==> src/riscv_pkg.sv <==
`default_nettype none

package riscv_pkg;

    // ------------------------------------------------
    // widths and sizes
    // ------------------------------------------------
    localparam int unsigned XLEN = 32;
    localparam logic [XLEN-1:0] RESET_VECTOR = 32'h0000_0100;

    localparam int unsigned FIFO_DEPTH_X = 2; // depth >= read latency + 2
    localparam logic [FIFO_DEPTH_X:0] FIFO_DEPTH = {1'b1, {FIFO_DEPTH_X{1'b0}}};

    localparam int unsigned IMEM_WORDS_X = 8; // 256 words, 1 KiB
    localparam int unsigned IMEM_WORDS = 1 << IMEM_WORDS_X;

    // ------------------------------------------------
    // start-of-fetch id
    // ------------------------------------------------
    typedef enum logic [0:0] {
        SOFID_RUN  = 1'b0, // sequential fetch
        SOFID_JUMP = 1'b1  // first fetch after vectoring
    } sofid_t;

    // queue entry seen by the decoder
    typedef struct packed {
        sofid_t          sofid;
        logic            ferr;
        logic [XLEN-1:0] pc;
        logic [XLEN-1:0] ins;
    } fetch_entry_t;

    typedef struct packed {
        logic            rerr; // address beyond the ram
        logic [XLEN-1:0] data;
    } imem_rsp_t;

    typedef struct packed {
        logic [IMEM_WORDS_X-1:0] addr; // word index
        logic [XLEN-1:0]         data;
    } imem_load_t;

endpackage

`default_nettype wire

==> src/fetch_queue.sv <==
`timescale 1ns/1ps
`default_nettype none

module fetch_queue (
    input  wire                          clk_i,
    input  wire                          clk_en_i,
    input  wire                          resetb_i,
    // write side, bus responses
    input  wire                          wr_i,
    input  wire riscv_pkg::fetch_entry_t din_i,
    // read side, decoder
    input  wire                          rd_i,
    output riscv_pkg::fetch_entry_t      dout_o,
    output logic                         empty_o,
    output logic                         full_o
);

    import riscv_pkg::*;

    fetch_entry_t            mem_q [0:FIFO_DEPTH-1];
    logic [FIFO_DEPTH_X-1:0] wr_ptr_q;
    logic [FIFO_DEPTH_X-1:0] rd_ptr_q;
    logic [FIFO_DEPTH_X:0]   count_q;
    logic                    push;
    logic                    pop;

    assign push = clk_en_i & wr_i;
    assign pop  = clk_en_i & rd_i;

    assign empty_o = (count_q == '0);
    assign full_o  = (count_q == FIFO_DEPTH);
    assign dout_o  = mem_q[rd_ptr_q]; // head is visible without latency

    // ------------------------------------------------
    // pointers and level
    // ------------------------------------------------
    always_ff @(posedge clk_i or negedge resetb_i) begin
        if (!resetb_i) begin
            wr_ptr_q <= '0;
            rd_ptr_q <= '0;
            count_q  <= '0;
        end else begin
            if (push) begin
                wr_ptr_q <= wr_ptr_q + 1'b1; // wraps, depth is a power of 2
            end
            if (pop) begin
                rd_ptr_q <= rd_ptr_q + 1'b1;
            end
            case ({push, pop})
                2'b10:   count_q <= count_q + 1'b1;
                2'b01:   count_q <= count_q - 1'b1;
                default: count_q <= count_q;
            endcase
        end
    end

    // storage
    always_ff @(posedge clk_i) begin
        if (push) begin
            mem_q[wr_ptr_q] <= din_i;
        end
    end

    assert property (@(posedge clk_i) disable iff (!resetb_i)
        clk_en_i && wr_i && full_o |-> rd_i)
        else $error("fetch_queue: write into a full queue");

    assert property (@(posedge clk_i) disable iff (!resetb_i)
        clk_en_i && rd_i |-> !empty_o)
        else $error("fetch_queue: read from an empty queue");

endmodule

`default_nettype wire

==> src/pfu.sv <==
`timescale 1ns/1ps
`default_nettype none

module pfu (
    input  wire                         clk_i,
    input  wire                         clk_en_i,
    input  wire                         resetb_i,
    // instruction memory request
    input  wire                         ireq_ready_i,
    output logic                        ireq_valid_o,
    output logic [1:0]                  ireq_hpl_o,
    output logic [riscv_pkg::XLEN-1:0]  ireq_addr_o,
    // instruction memory response
    output logic                        irsp_ready_o,
    input  wire                         irsp_valid_i,
    input  wire riscv_pkg::imem_rsp_t   irsp_i,
    // decoder
    output logic                        ids_dav_o,
    input  wire                         ids_ack_i,
    output riscv_pkg::fetch_entry_t     ids_entry_o,
    // vectoring controller
    output logic                        hvec_pc_ready_o,
    input  wire                         hvec_pc_wr_i,
    input  wire [riscv_pkg::XLEN-1:0]   hvec_pc_i,
    // execute stage
    input  wire [1:0]                   exs_hpl_i
);

    import riscv_pkg::*;

    typedef enum logic [1:0] {
        ST_IDLE     = 2'b00,
        ST_REQ_WAIT = 2'b01,
        ST_RSP_WAIT = 2'b10
    } state_t;

    state_t                state_q;
    state_t                state_d;
    logic                  issue;        // a new request goes on the bus
    logic                  req_accepted;
    logic                  has_credit;
    logic [FIFO_DEPTH_X:0] credits_q;
    logic [XLEN-1:0]       pc_q;         // address of the next new request
    logic                  jump_pending_q;
    sofid_t                issue_sofid;
    logic [XLEN-1:0]       hold_addr_q;  // request stalled by the memory
    sofid_t                hold_sofid_q;
    sofid_t                bus_sofid;
    logic [XLEN-1:0]       req_pc_q;     // paired with the response
    sofid_t                req_sofid_q;
    fetch_entry_t          fifo_din;
    logic                  fifo_empty;

    assign ireq_hpl_o   = exs_hpl_i;
    assign irsp_ready_o = 1'b1; // credits guarantee room in the queue
    assign ids_dav_o    = ~fifo_empty;
    assign has_credit   = |credits_q;
    assign issue_sofid  = jump_pending_q ? SOFID_JUMP : SOFID_RUN;

    // a waiting request keeps its address even if the pc is vectored
    always_comb begin
        if (state_q == ST_REQ_WAIT) begin
            ireq_addr_o = hold_addr_q;
            bus_sofid   = hold_sofid_q;
        end else begin
            ireq_addr_o = pc_q;
            bus_sofid   = issue_sofid;
        end
    end

    // ------------------------------------------------
    // bus fsm
    // ------------------------------------------------
    always_comb begin
        ireq_valid_o    = 1'b0;
        hvec_pc_ready_o = 1'b0;
        issue           = 1'b0;
        req_accepted    = 1'b0;
        state_d         = state_q;
        case (state_q)
            ST_IDLE: begin
                if (has_credit) begin
                    ireq_valid_o = 1'b1;
                    issue        = 1'b1;
                    if (ireq_ready_i) begin
                        req_accepted = 1'b1;
                        state_d      = ST_RSP_WAIT;
                    end else begin
                        state_d = ST_REQ_WAIT;
                    end
                end
            end
            ST_REQ_WAIT: begin
                ireq_valid_o = 1'b1;
                if (ireq_ready_i) begin
                    req_accepted = 1'b1;
                    state_d      = ST_RSP_WAIT;
                end
            end
            ST_RSP_WAIT: begin
                if (irsp_valid_i) begin
                    if (has_credit) begin
                        hvec_pc_ready_o = 1'b1; // request boundary
                        ireq_valid_o    = 1'b1;
                        issue           = 1'b1;
                        if (ireq_ready_i) begin
                            req_accepted = 1'b1;
                        end else begin
                            state_d = ST_REQ_WAIT;
                        end
                    end else begin
                        state_d = ST_IDLE;
                    end
                end
            end
            default: state_d = ST_IDLE;
        endcase
    end

    always_ff @(posedge clk_i or negedge resetb_i) begin
        if (!resetb_i) begin
            state_q <= ST_IDLE;
        end else if (clk_en_i) begin
            state_q <= state_d;
        end
    end

    // free queue slots not yet claimed by a request
    always_ff @(posedge clk_i or negedge resetb_i) begin
        if (!resetb_i) begin
            credits_q <= FIFO_DEPTH;
        end else if (clk_en_i) begin
            if (req_accepted && !ids_ack_i) begin
                credits_q <= credits_q - 1'b1;
            end else if (!req_accepted && ids_ack_i) begin
                credits_q <= credits_q + 1'b1;
            end
        end
    end

    // ------------------------------------------------
    // pc and jump tagging
    // ------------------------------------------------
    always_ff @(posedge clk_i or negedge resetb_i) begin
        if (!resetb_i) begin
            pc_q           <= RESET_VECTOR;
            jump_pending_q <= 1'b0;
        end else if (clk_en_i) begin
            if (hvec_pc_wr_i) begin
                pc_q           <= hvec_pc_i; // vector wins over increment
                jump_pending_q <= 1'b1;
            end else if (issue) begin
                pc_q           <= pc_q + 32'd4;
                jump_pending_q <= 1'b0;
            end
        end
    end

    always_ff @(posedge clk_i) begin
        if (clk_en_i && issue && !ireq_ready_i) begin
            hold_addr_q  <= pc_q;
            hold_sofid_q <= issue_sofid;
        end
    end

    always_ff @(posedge clk_i) begin
        if (clk_en_i && req_accepted) begin
            req_pc_q    <= ireq_addr_o;
            req_sofid_q <= bus_sofid;
        end
    end

    // ------------------------------------------------
    // queue
    // ------------------------------------------------
    always_comb begin
        fifo_din.sofid = req_sofid_q;
        fifo_din.ferr  = irsp_i.rerr;
        fifo_din.pc    = req_pc_q;
        fifo_din.ins   = irsp_i.data;
    end

    fetch_queue fetch_queue_inst (
        .clk_i    (clk_i),
        .clk_en_i (clk_en_i),
        .resetb_i (resetb_i),
        .wr_i     (irsp_valid_i),
        .din_i    (fifo_din),
        .rd_i     (ids_ack_i),
        .dout_o   (ids_entry_o),
        .empty_o  (fifo_empty),
        .full_o   ()
    );

    assert property (@(posedge clk_i) disable iff (!resetb_i)
        state_q == ST_REQ_WAIT |-> !irsp_valid_i)
        else $error("pfu: response while a request is still waiting");

    assert property (@(posedge clk_i) disable iff (!resetb_i)
        credits_q <= FIFO_DEPTH)
        else $error("pfu: credit count above queue depth");

endmodule

`default_nettype wire

==> config.mk <==
export PLATFORM = sky130hd
export DESIGN_NAME = pfu
export DESIGN_NICKNAME = d
export VERILOG_FILES = /design/src/riscv_pkg.sv /design/src/fetch_queue.sv /design/src/pfu.sv
export SDC_FILE = /design/constraint.sdc
export NUM_CORES = 1
export LEC_CHECK = 0
export BUFFER_PORTS_ARGS = -buffer_cell sky130_fd_sc_hd__buf_4
export CELL_PAD_IN_SITES_DETAIL_PLACEMENT = 1
export CELL_PAD_IN_SITES_GLOBAL_PLACEMENT = 1
export CORE_MARGIN = 1.5
export CORE_UTILIZATION = 54
export DETAILED_ROUTE_END_ITERATION = 8
export MAX_ROUTING_LAYER = met4
export PLACE_DENSITY_LB_ADDON = 0.1
export RECOVER_POWER = 100
export SLEW_MARGIN = 20
export SYNTH_ARGS = -nofsm -noshare
export SYNTH_HDL_FRONTEND = slang
export SYNTH_HIERARCHICAL = 1
export SYNTH_SLANG_ARGS = --single-unit
==> constraint.sdc <==
create_clock -name clk_i -period 6.38 [get_ports clk_i]
set_clock_uncertainty 0.05 [all_clocks]
set_input_delay 0.319 -clock clk_i [delete_from_list [all_inputs] [get_ports clk_i]]
set_output_delay 0.319 -clock clk_i [all_outputs]
set_load 0.02 [all_outputs]
==> results of run 1 <==
## power by group through the flow
stage | sequential [W] | clock (W) | combinational (W)
6_report | 0.00351 | 0.00222 | 0.00211
5_1_grt | 0.00357 | 0.00233 | 0.00225
4_1_cts | 0.00351 | 0.00225 | 0.00241
2_1_floorplan | 0.00329 | 0 | 0.00168
3_5_place_dp | 0.00355 | 0 | 0.00237
3_3_place_gp | 0.00351 | 0 | 0.00229
## state kept, by name (all words and copies together) (netlist names)
| signal | flops |
|---|---|
| fetch_queue_inst/mem_q | 264 |
| hold_addr_q | 32 |
| pc_q | 32 |
| req_pc_q | 32 |
| credits_q | 3 |
| fetch_queue_inst/count_q | 3 |
| fetch_queue_inst/rd_ptr_q | 2 |
| fetch_queue_inst/wr_ptr_q | 2 |
| state_q | 2 |
| hold_sofid_q | 1 |
| jump_pending_q | 1 |
| req_sofid_q | 1 |
## worst reg2reg max path: stages, from the launching register on
cell and delay [ns]:
dfrtp_1 0.43, inv_1 0.11, ha_1 0.16, and3_1 2.64
## final timing paths
kind,from,endpoint,slack (ns),cells after the start
hold / removal,hvec_pc_i[31],pc_q[31]$_DFFE_PN0P_,0.02,2
setup / recovery,clk_en_i,fetch_queue_inst/mem_q[3][26]$_DFFE_PP_,2.06,2
hold reg to reg,req_pc_q[11]$_DFFE_PP_,fetch_queue_inst/mem_q[3][43]$_DFFE_PP_,0.45,0
setup reg to reg,fetch_queue_inst/wr_ptr_q[0]$_DFFE_PN0P_,fetch_queue_inst/mem_q[0][35]$_DFFE_PP_,2.44,3
min in group asynchronous,resetb_i,pc_q[10]$_DFFE_PN0P_,1.14,2
max in group asynchronous,resetb_i,fetch_queue_inst/rd_ptr_q[0]$_DFFE_PN0P_,3.26,2
## stage by stage
| stage | cells | power [W] | setup slack, ns | instance area, sq um | utilization (%) |
|---|---|---|---|---|---|
| after floorplan | 790 | 0.00497 | 3.57 | 14900 | - |
| after global placement | 1268 | 0.00580 | 3.58 | 16400 | 60.8 |
| after detailed placement | 1268 | 0.00592 | 3.53 | 16400 | 60.8 |
| after CTS | 1381 | 0.00816 | 2.96 | 18100 | 67.1 |
| after global routing | 1383 | 0.00815 | 1.76 | 17600 | 65.1 |
| final | 1383 | 0.00783 | 2.06 | 17600 | 65.1 |
## cell type report
class	count	area [sq um]
tap	341	427
inverter	19	71.3
sequential	375	11000
clock buffer	43	1010
timing repair buffer	221	1260
fill	2368	9430
multi-input combinational	357	3540
clock inverter	27	243
## cells in the final DEF, fill, tap and decap left out, types with 18 or more instances in the layout
cell             n
a21oi_1         18
buf_4           39
clkbuf_1       140
clkbuf_16       39
dfrtp_1         42
dlygate4sd3_1   43
edfxtp_1       330
inv_1           19
mux2_1          30
mux4_2          66
nand2_1         34
nor2_1          29
## routing by layer
| metal | GRT usage, % | vias to the layer above | part of all wire [%] |
|---|---|---|---|
| li1 | - | 3648 | - |
| met1 | 34.1 | 4376 | 41 |
| met2 | 42.9 | 346 | 51 |
| met3 | 4.00 | 55 | 6.0 |
| met4 | 7.00 | 0 | 2.0 |
| met5 | - | - | 0 |
==> flow_metrics.tcl, run 1 <==
set metrics [dict create \
    setup_viol 0 \
    placementRows 60 \
    worstPathRequired_ns 6.35 \
    end_kind "flip-flop" \
    p_sw_w 0.00257 \
    wirelength_um 35100 \
    syn_avg_cell_area_sq_um 18.9 \
    cap_violations 9 \
    clk_latency_ns 0.52 \
    grt_overflow_total 0 \
    synth_nets 873 \
    fmax_mhz 232 \
    clk_pin_slew_ns 0.06 \
    cpMaxStageDelayCell "and3_1" \
    vias 8425 \
    dieArea_sq_mm 0.0286 \
    rsz0062_at_grt "false" \
    power.leakage_nw 5.94 \
    yosysWarnings 6 \
    hold_ws_ns 0.0181 \
    p_per_area_mw_per_mm2 445 \
    path_cells "clkbuf_1 -> and3_1" \
    crit_path_max_fanout 66 \
    wire_per_inst_um 25.4 \
    violations "max-capacitance violations, max-slew violations" \
    post_cts_resized 0 \
    htree_num_levels 2 \
    grt_max_degree 68 \
    synthCells 790 \
    crit_family "simple AND/OR/NAND/NOR gates" \
    arrival_ns 4.29 \
    period_minus_slack_ns 4.32 \
    peakVddDrop_mv 0.252 \
    clock_path_buffers 3 \
    slowest_delay_ns 2.86 \
    drt_pass1_iterations 5 \
    setup_tns_ns 0 \
    relSlewSlack_pct -148 \
    tightest_slew_ns 3.72 \
    pwr-share-clk_pct 28.3 \
    start_kind "primary input" \
    cp_num_buf_inv 1 \
    p_sw_share_pct 32.8 \
    drt-initial-drc-count 630 \
    post-route-drc-count 0 \
    die_h_um 169 \
    cts_inserted_buffers 39 \
    place_hpwl_um 21900 \
    viasPerCell 6.09 \
    grt_pass1_vias 9016 \
    syn_area_sq_mm 0.0149 \
    cts_hold_buffers 43 \
    slew_violations 411 \
    combPwrFrac_pct 26.9 \
    gr-usage-all-layers_pct 26.0 \
    io_buffers 172 \
    final_nets 1096 \
    status "complete, but fails checks" \
    hold_violations 0 \
    grt_pass1_wl_um 53600 \
    antenna_cells 0 \
    p_seq_share_pct 44.8 \
    path_class "in2reg" \
    hold_path_class "in2reg" \
    ios 178 \
    post_cts_buffers 0 \
    core_area_sq_mm 0.0270 \
    cts_tree "built" \
    final_layout_size_suffix_gt1_share_pct 17.7 \
    die_x_um 169 \
    syn2layout_area_growth_pct 18.1 \
    gp_congestion 0.889 \
    antenna_found_initial 0 \
    cts_sinks 375 \
    initial_core_util_pct 55.1 \
    min_period_over_period_pct 67.7 \
    clockRootBuffer "clkbuf_16" \
    drtAntennaViolNets 0 \
    internal_power_w 0.00526 \
]
(Power assumes the default switching activity.)
==> inputs of run 2 (changes only) <==
CORE_UTILIZATION = 45   (was 54)
clock period = 3.47 ns   (was 6.38 ns; I/O delays follow)
==> flow_metrics.tcl, run 2 (synthesis gave the netlist of run 1 again) <==
set metrics [dict create \
    wire_per_inst_um 22.4 \
    reg2reg_slack_ns 0.50 \
    core_area_sq_mm 0.0325 \
    worstRegToRegCells 5 \
    die_h_um 185 \
    gp_congestion 0.839 \
    wirelength_um 34000 \
    internal_power_w 0.00948 \
    status "complete, but fails checks" \
    cts_inserted_buffers 40 \
    pwr-share-clk_pct 27.4 \
    crit_end "pc_q[29]$_DFFE_PN0P_" \
    peakVddDrop_mv 0.344 \
    post-route-drc-count 0 \
    finalPower_w 0.0141 \
    slew_violations 63 \
    power.leakage_nw 6.06 \
    regMostFlops "fetch_queue_inst/mem_q" \
    clock_path_buffers 3 \
    setup_viol 0 \
    htree_num_levels 2 \
    p_sw_w 0.00466 \
    dp_cells 1384 \
    drt_pass1_iterations 7 \
    place_hpwl_um 21600 \
    gr-usage-all-layers_pct 21.1 \
    combPwrFrac_pct 27.8 \
    viasPerCell 5.41 \
    clockRootBuffer "clkbuf_16" \
    path_class "reg2reg" \
    post_cts_buffers 0 \
    antenna_found_initial 0 \
    dieArea_sq_mm 0.0342 \
    r2r-end "pc_q[29]$_DFFE_PN0P_" \
    hold_path_class "in2reg" \
    layout_commonest_cell "edfxtp_1" \
    final_nets 1133 \
    rsz0062_at_grt "false" \
    io_buffers 172 \
    holdCritStartpoint "clk_en_i" \
    drtAntennaViolNets 0 \
    tightest_slew_ns 1.94 \
    grt_pass1_vias 8810 \
    end_kind "flip-flop" \
    ios 178 \
    largest_reg_flops 264 \
    cap_violations 2 \
    grt_overflow_total 0 \
    r2r_start "credits_q[1]$_DFFE_PN0P_" \
    p_sw_share_pct 33.0 \
    relSlewSlack_pct -29.1 \
    vias 8212 \
    final_layout_size_suffix_gt1_share_pct 17.3 \
    cts_hold_buffers 66 \
    clk_pin_slew_ns 0.06 \
    die_x_um 185 \
    p_per_area_mw_per_mm2 786 \
    initial_core_util_pct 45.8 \
    clk_latency_ns 0.54 \
    min_period_over_period_pct 85.5 \
    post_cts_resized 0 \
    arrival_ns 3.36 \
    drt-initial-drc-count 419 \
    antenna_cells 0 \
    cts_sinks 375 \
    start_kind "flip-flop" \
    crit_path_max_fanout 10 \
    final_cells 1519 \
    mostFrequentLayoutCells "edfxtp_1, clkbuf_1, mux4_2, dlygate4sd3_1, buf_4" \
    syn2layout_area_growth_pct 20.9 \
    violations "max-capacitance violations, max-slew violations" \
    p_seq_share_pct 44.8 \
    period_minus_slack_ns 2.97 \
    fmax_mhz 337 \
    grt_max_degree 60 \
    holdPathStages 2 \
    worstPathRequired_ns 3.86 \
    setup_tns_ns 0 \
    placementRows 66 \
    hold_violations 0 \
    cp-startpoint "credits_q[1]$_DFFE_PN0P_" \
    cts_tree "built" \
    grt_pass1_wl_um 52000 \
]
-- run 2: cell types whose count changed in the layout (fill, tap and decap cells not counted), sizes merged --
cell / delta
bufinv: -3
dlygate4sd3: +23
buf: +8
clkbuf: +14
clkinvlp: -3
clkinv: -4
-- run 2: power groups by stage --
| stage | sequential [W] | combinational, W | clock [W] |
|---|---|---|---|
| final | 0.00633 | 0.00393 | 0.00388 |
| after detailed placement | 0.00644 | 0.00455 | 0 |
| after global placement | 0.00639 | 0.00453 | 0 |
| after global routing | 0.00645 | 0.00425 | 0.00415 |
| after CTS | 0.00635 | 0.00463 | 0.00399 |
| after floorplan | 0.00606 | 0.00308 | 0 |
-- run 2: layer usage --
layer | up-vias | track usage (%) | routed length [um]
li1 | 3714 | - | -
met4 | 0 | 5.56 | 651
met5 | - | - | 0
met2 | 240 | 34.7 | 17000
met3 | 50 | 3.26 | 1600
met1 | 4208 | 27.7 | 14800
-- run 2: worst min path at each step --
| stage | end | slack, ns |
|---|---|---|
| 2_1_floorplan | credits_q[0]$_DFFE_PN0P_ | -0.17 |
| 3_3_place_gp | pc_q[10]$_DFFE_PN0P_ | 0.20 |
| 3_5_place_dp | pc_q[10]$_DFFE_PN0P_ | 0.20 |
| 4_1_cts | pc_q[23]$_DFFE_PN0P_ | 0.001 |
| 5_1_grt | pc_q[23]$_DFFE_PN0P_ | 0.02 |
| 6_report | pc_q[23]$_DFFE_PN0P_ | 0.01 |
-- run 2: stage by stage --
step                worst slack [ns]  util [%]  hold slack (ns)  area (sq um)
finish                         0.503      55.3           0.0138         18000
detailed placement              1.04      51.5            0.200         16800
global route                   0.335      55.3           0.0209         18000
floorplan                      0.662         -           -0.172         14900
CTS                            0.791      57.2          0.00129         18600
global placement                1.12      51.5            0.200         16800
-- run 2: final cells by class --
type	count	area (sq um)
clock buffer	52	1070
clock inverter	17	106
fill	3049	14500
inverter	19	71.3
multi-input combinational	357	3550
sequential	375	11000
tap	442	553
timing repair buffer	257	1610
-- run 2: critical path, stage by stage (launching register included) --
cell and delay (ns):
dfrtp_1 0.41, nor3_1 0.58, nor3_1 0.29, o21ai_0 1.08, o21ai_0 0.31, o211ai_1 0.15
==> inputs of run 3 (changes only) <==
PLACE_DENSITY = 0.76   (was not set)
PLACE_DENSITY_LB_ADDON = not set   (was 0.1)
==> flow_metrics.tcl, run 3 (synthesis gave the netlist of run 1 again) <==
set metrics [dict create \
    setup_ws_ns 0.437 \
    final_cells 1516 \
    drtAntennaViolNets 0 \
    path_class "reg2out" \
    ios 178 \
    combPwrFrac_pct 28.0 \
    grt_pass1_vias 8944 \
    viasPerCell 5.48 \
    post-route-drc-count 0 \
    die_h_um 185 \
    crit_path_max_fanout 21 \
    final_layout_size_suffix_gt1_share_pct 18.6 \
    grt_pass1_wl_um 53100 \
    die_x_um 185 \
    cts_tree "built" \
    antenna_cells 0 \
    drt-initial-drc-count 591 \
    regMostFlops "fetch_queue_inst/mem_q" \
    peakVddDrop_mv 0.304 \
    cap_violations 0 \
    clk_pin_slew_ns 0.06 \
    final_nets 1130 \
    relSlewSlack_pct 4.67 \
    syn2layout_area_growth_pct 20.6 \
    grt_overflow_total 0 \
    p_per_area_mw_per_mm2 793 \
    cts_sinks 375 \
    rsz0062_at_grt "false" \
    internal_power_w 0.00954 \
    pwr-share-clk_pct 27.7 \
    wirelength_um 35000 \
    status "complete, no violations" \
    start_kind "flip-flop" \
    power.leakage_nw 6.05 \
    p_sw_w 0.00471 \
    place_area_sq_mm 0.0168 \
    cp-startpoint "fetch_queue_inst/rd_ptr_q[0]$_DFFE_PN0P_" \
    mostFrequentLayoutCells "edfxtp_1, clkbuf_1, mux4_2, dlygate4sd3_1, buf_4" \
    holdCritStartpoint "hvec_pc_i[7]" \
    io_buffers 172 \
    clockRootBuffer "clkbuf_16" \
    dp_worst_setup_slack_ns 1.05 \
    tightest_slew_ns 1.43 \
    end_kind "output pin" \
    cts_inserted_buffers 39 \
    r2r_start "credits_q[2]$_DFFE_PN1P_" \
    fmax_mhz 330 \
    setup_tns_ns 0 \
    initial_core_util_pct 45.8 \
    vias 8312 \
    worstPathRequired_ns 3.25 \
    clock_path_buffers 3 \
    hold_path_class "in2reg" \
    grt_max_degree 46 \
    postLayoutCellArea_sq_mm 0.0180 \
    arrival_ns 2.81 \
    antenna_found_initial 0 \
    setup_viol 0 \
    core_area_sq_mm 0.0325 \
    dp_cells 1384 \
    gp_congestion 0.877 \
    hold_violations 0 \
    wire_per_inst_um 23.1 \
    placementRows 66 \
    drt_pass1_iterations 5 \
    p_sw_share_pct 33.0 \
    min_period_over_period_pct 87.4 \
    htree_num_levels 2 \
    period_minus_slack_ns 3.03 \
    gr-usage-all-layers_pct 21.5 \
    layout_commonest_cell "edfxtp_1" \
    p_seq_share_pct 44.3 \
    dieArea_sq_mm 0.0342 \
    place_hpwl_um 22200 \
    clk_latency_ns 0.52 \
    largest_reg_flops 264 \
    hold_ws_ns 0.0221 \
    slew_violations 0 \
]
-- run 3: final timing paths --
check | slack (ns) | cells past startpoint | to
setup / recovery | 0.44 | 3 | ids_entry_o[64]
hold / removal | 0.02 | 4 | pc_q[7]$_DFFE_PN0P_
setup reg to reg | 0.49 | 6 | pc_q[25]$_DFFE_PN0P_
hold reg to reg | 0.43 | 0 | hold_addr_q[1]$_DFFE_PP_
max in group asynchronous | 2.72 | 2 | fetch_queue_inst/rd_ptr_q[1]$_DFFE_PN0P_
min in group asynchronous | 0.16 | 2 | pc_q[9]$_DFFE_PN0P_
-- run 3: worst max-delay path, stage by stage (launching register included) --
cell	delay [ns]
dfrtp_4	0.69
clkbuf_2	0.75
mux4_2	0.64
buf_4	0.18
-- run 3: metrics by stage --
| step | utilization [%] | power [W] |
|---|---|---|
| after floorplan | - | 0.00914 |
| after global placement | 51.5 | 0.0109 |
| after detailed placement | 51.5 | 0.0110 |
| after CTS | 57.2 | 0.0150 |
| after global routing | 55.2 | 0.0149 |
| final | 55.2 | 0.0142 |
-- run 3: power groups by stage --
stage	clock network, W	registers [W]	logic, W
floorplan	0	0.00606	0.00308
global placement	0	0.00636	0.00454
detailed placement	0	0.00641	0.00460
CTS	0.00404	0.00633	0.00468
global route	0.00421	0.00641	0.00427
finish	0.00394	0.00631	0.00399
-- run 3: repair_timing --
item,4_1_cts,5_1_grt
endpoints found under the hold margin,206,0
hold buffers,64,0
resized for setup,0,0
setup buffers,0,0
-- run 3: area by class of cell --
class	count	area (sq um)
clock buffer	54	1110
clock inverter	14	103
fill	3094	14600
inverter	19	71.3
multi-input combinational	357	3520
sequential	375	11000
tap	442	553
timing repair buffer	255	1550
-- run 3: routing by layer --
| layer | vias to the layer above | wire length [um] | GRT usage, % |
|---|---|---|---|
| li1 | 3712 | - | - |
| met1 | 4287 | 14800 | 27.1 |
| met2 | 250 | 17500 | 35.7 |
| met3 | 63 | 1690 | 3.52 |
| met4 | 0 | 959 | 6.76 |
| met5 | - | 0 | - |
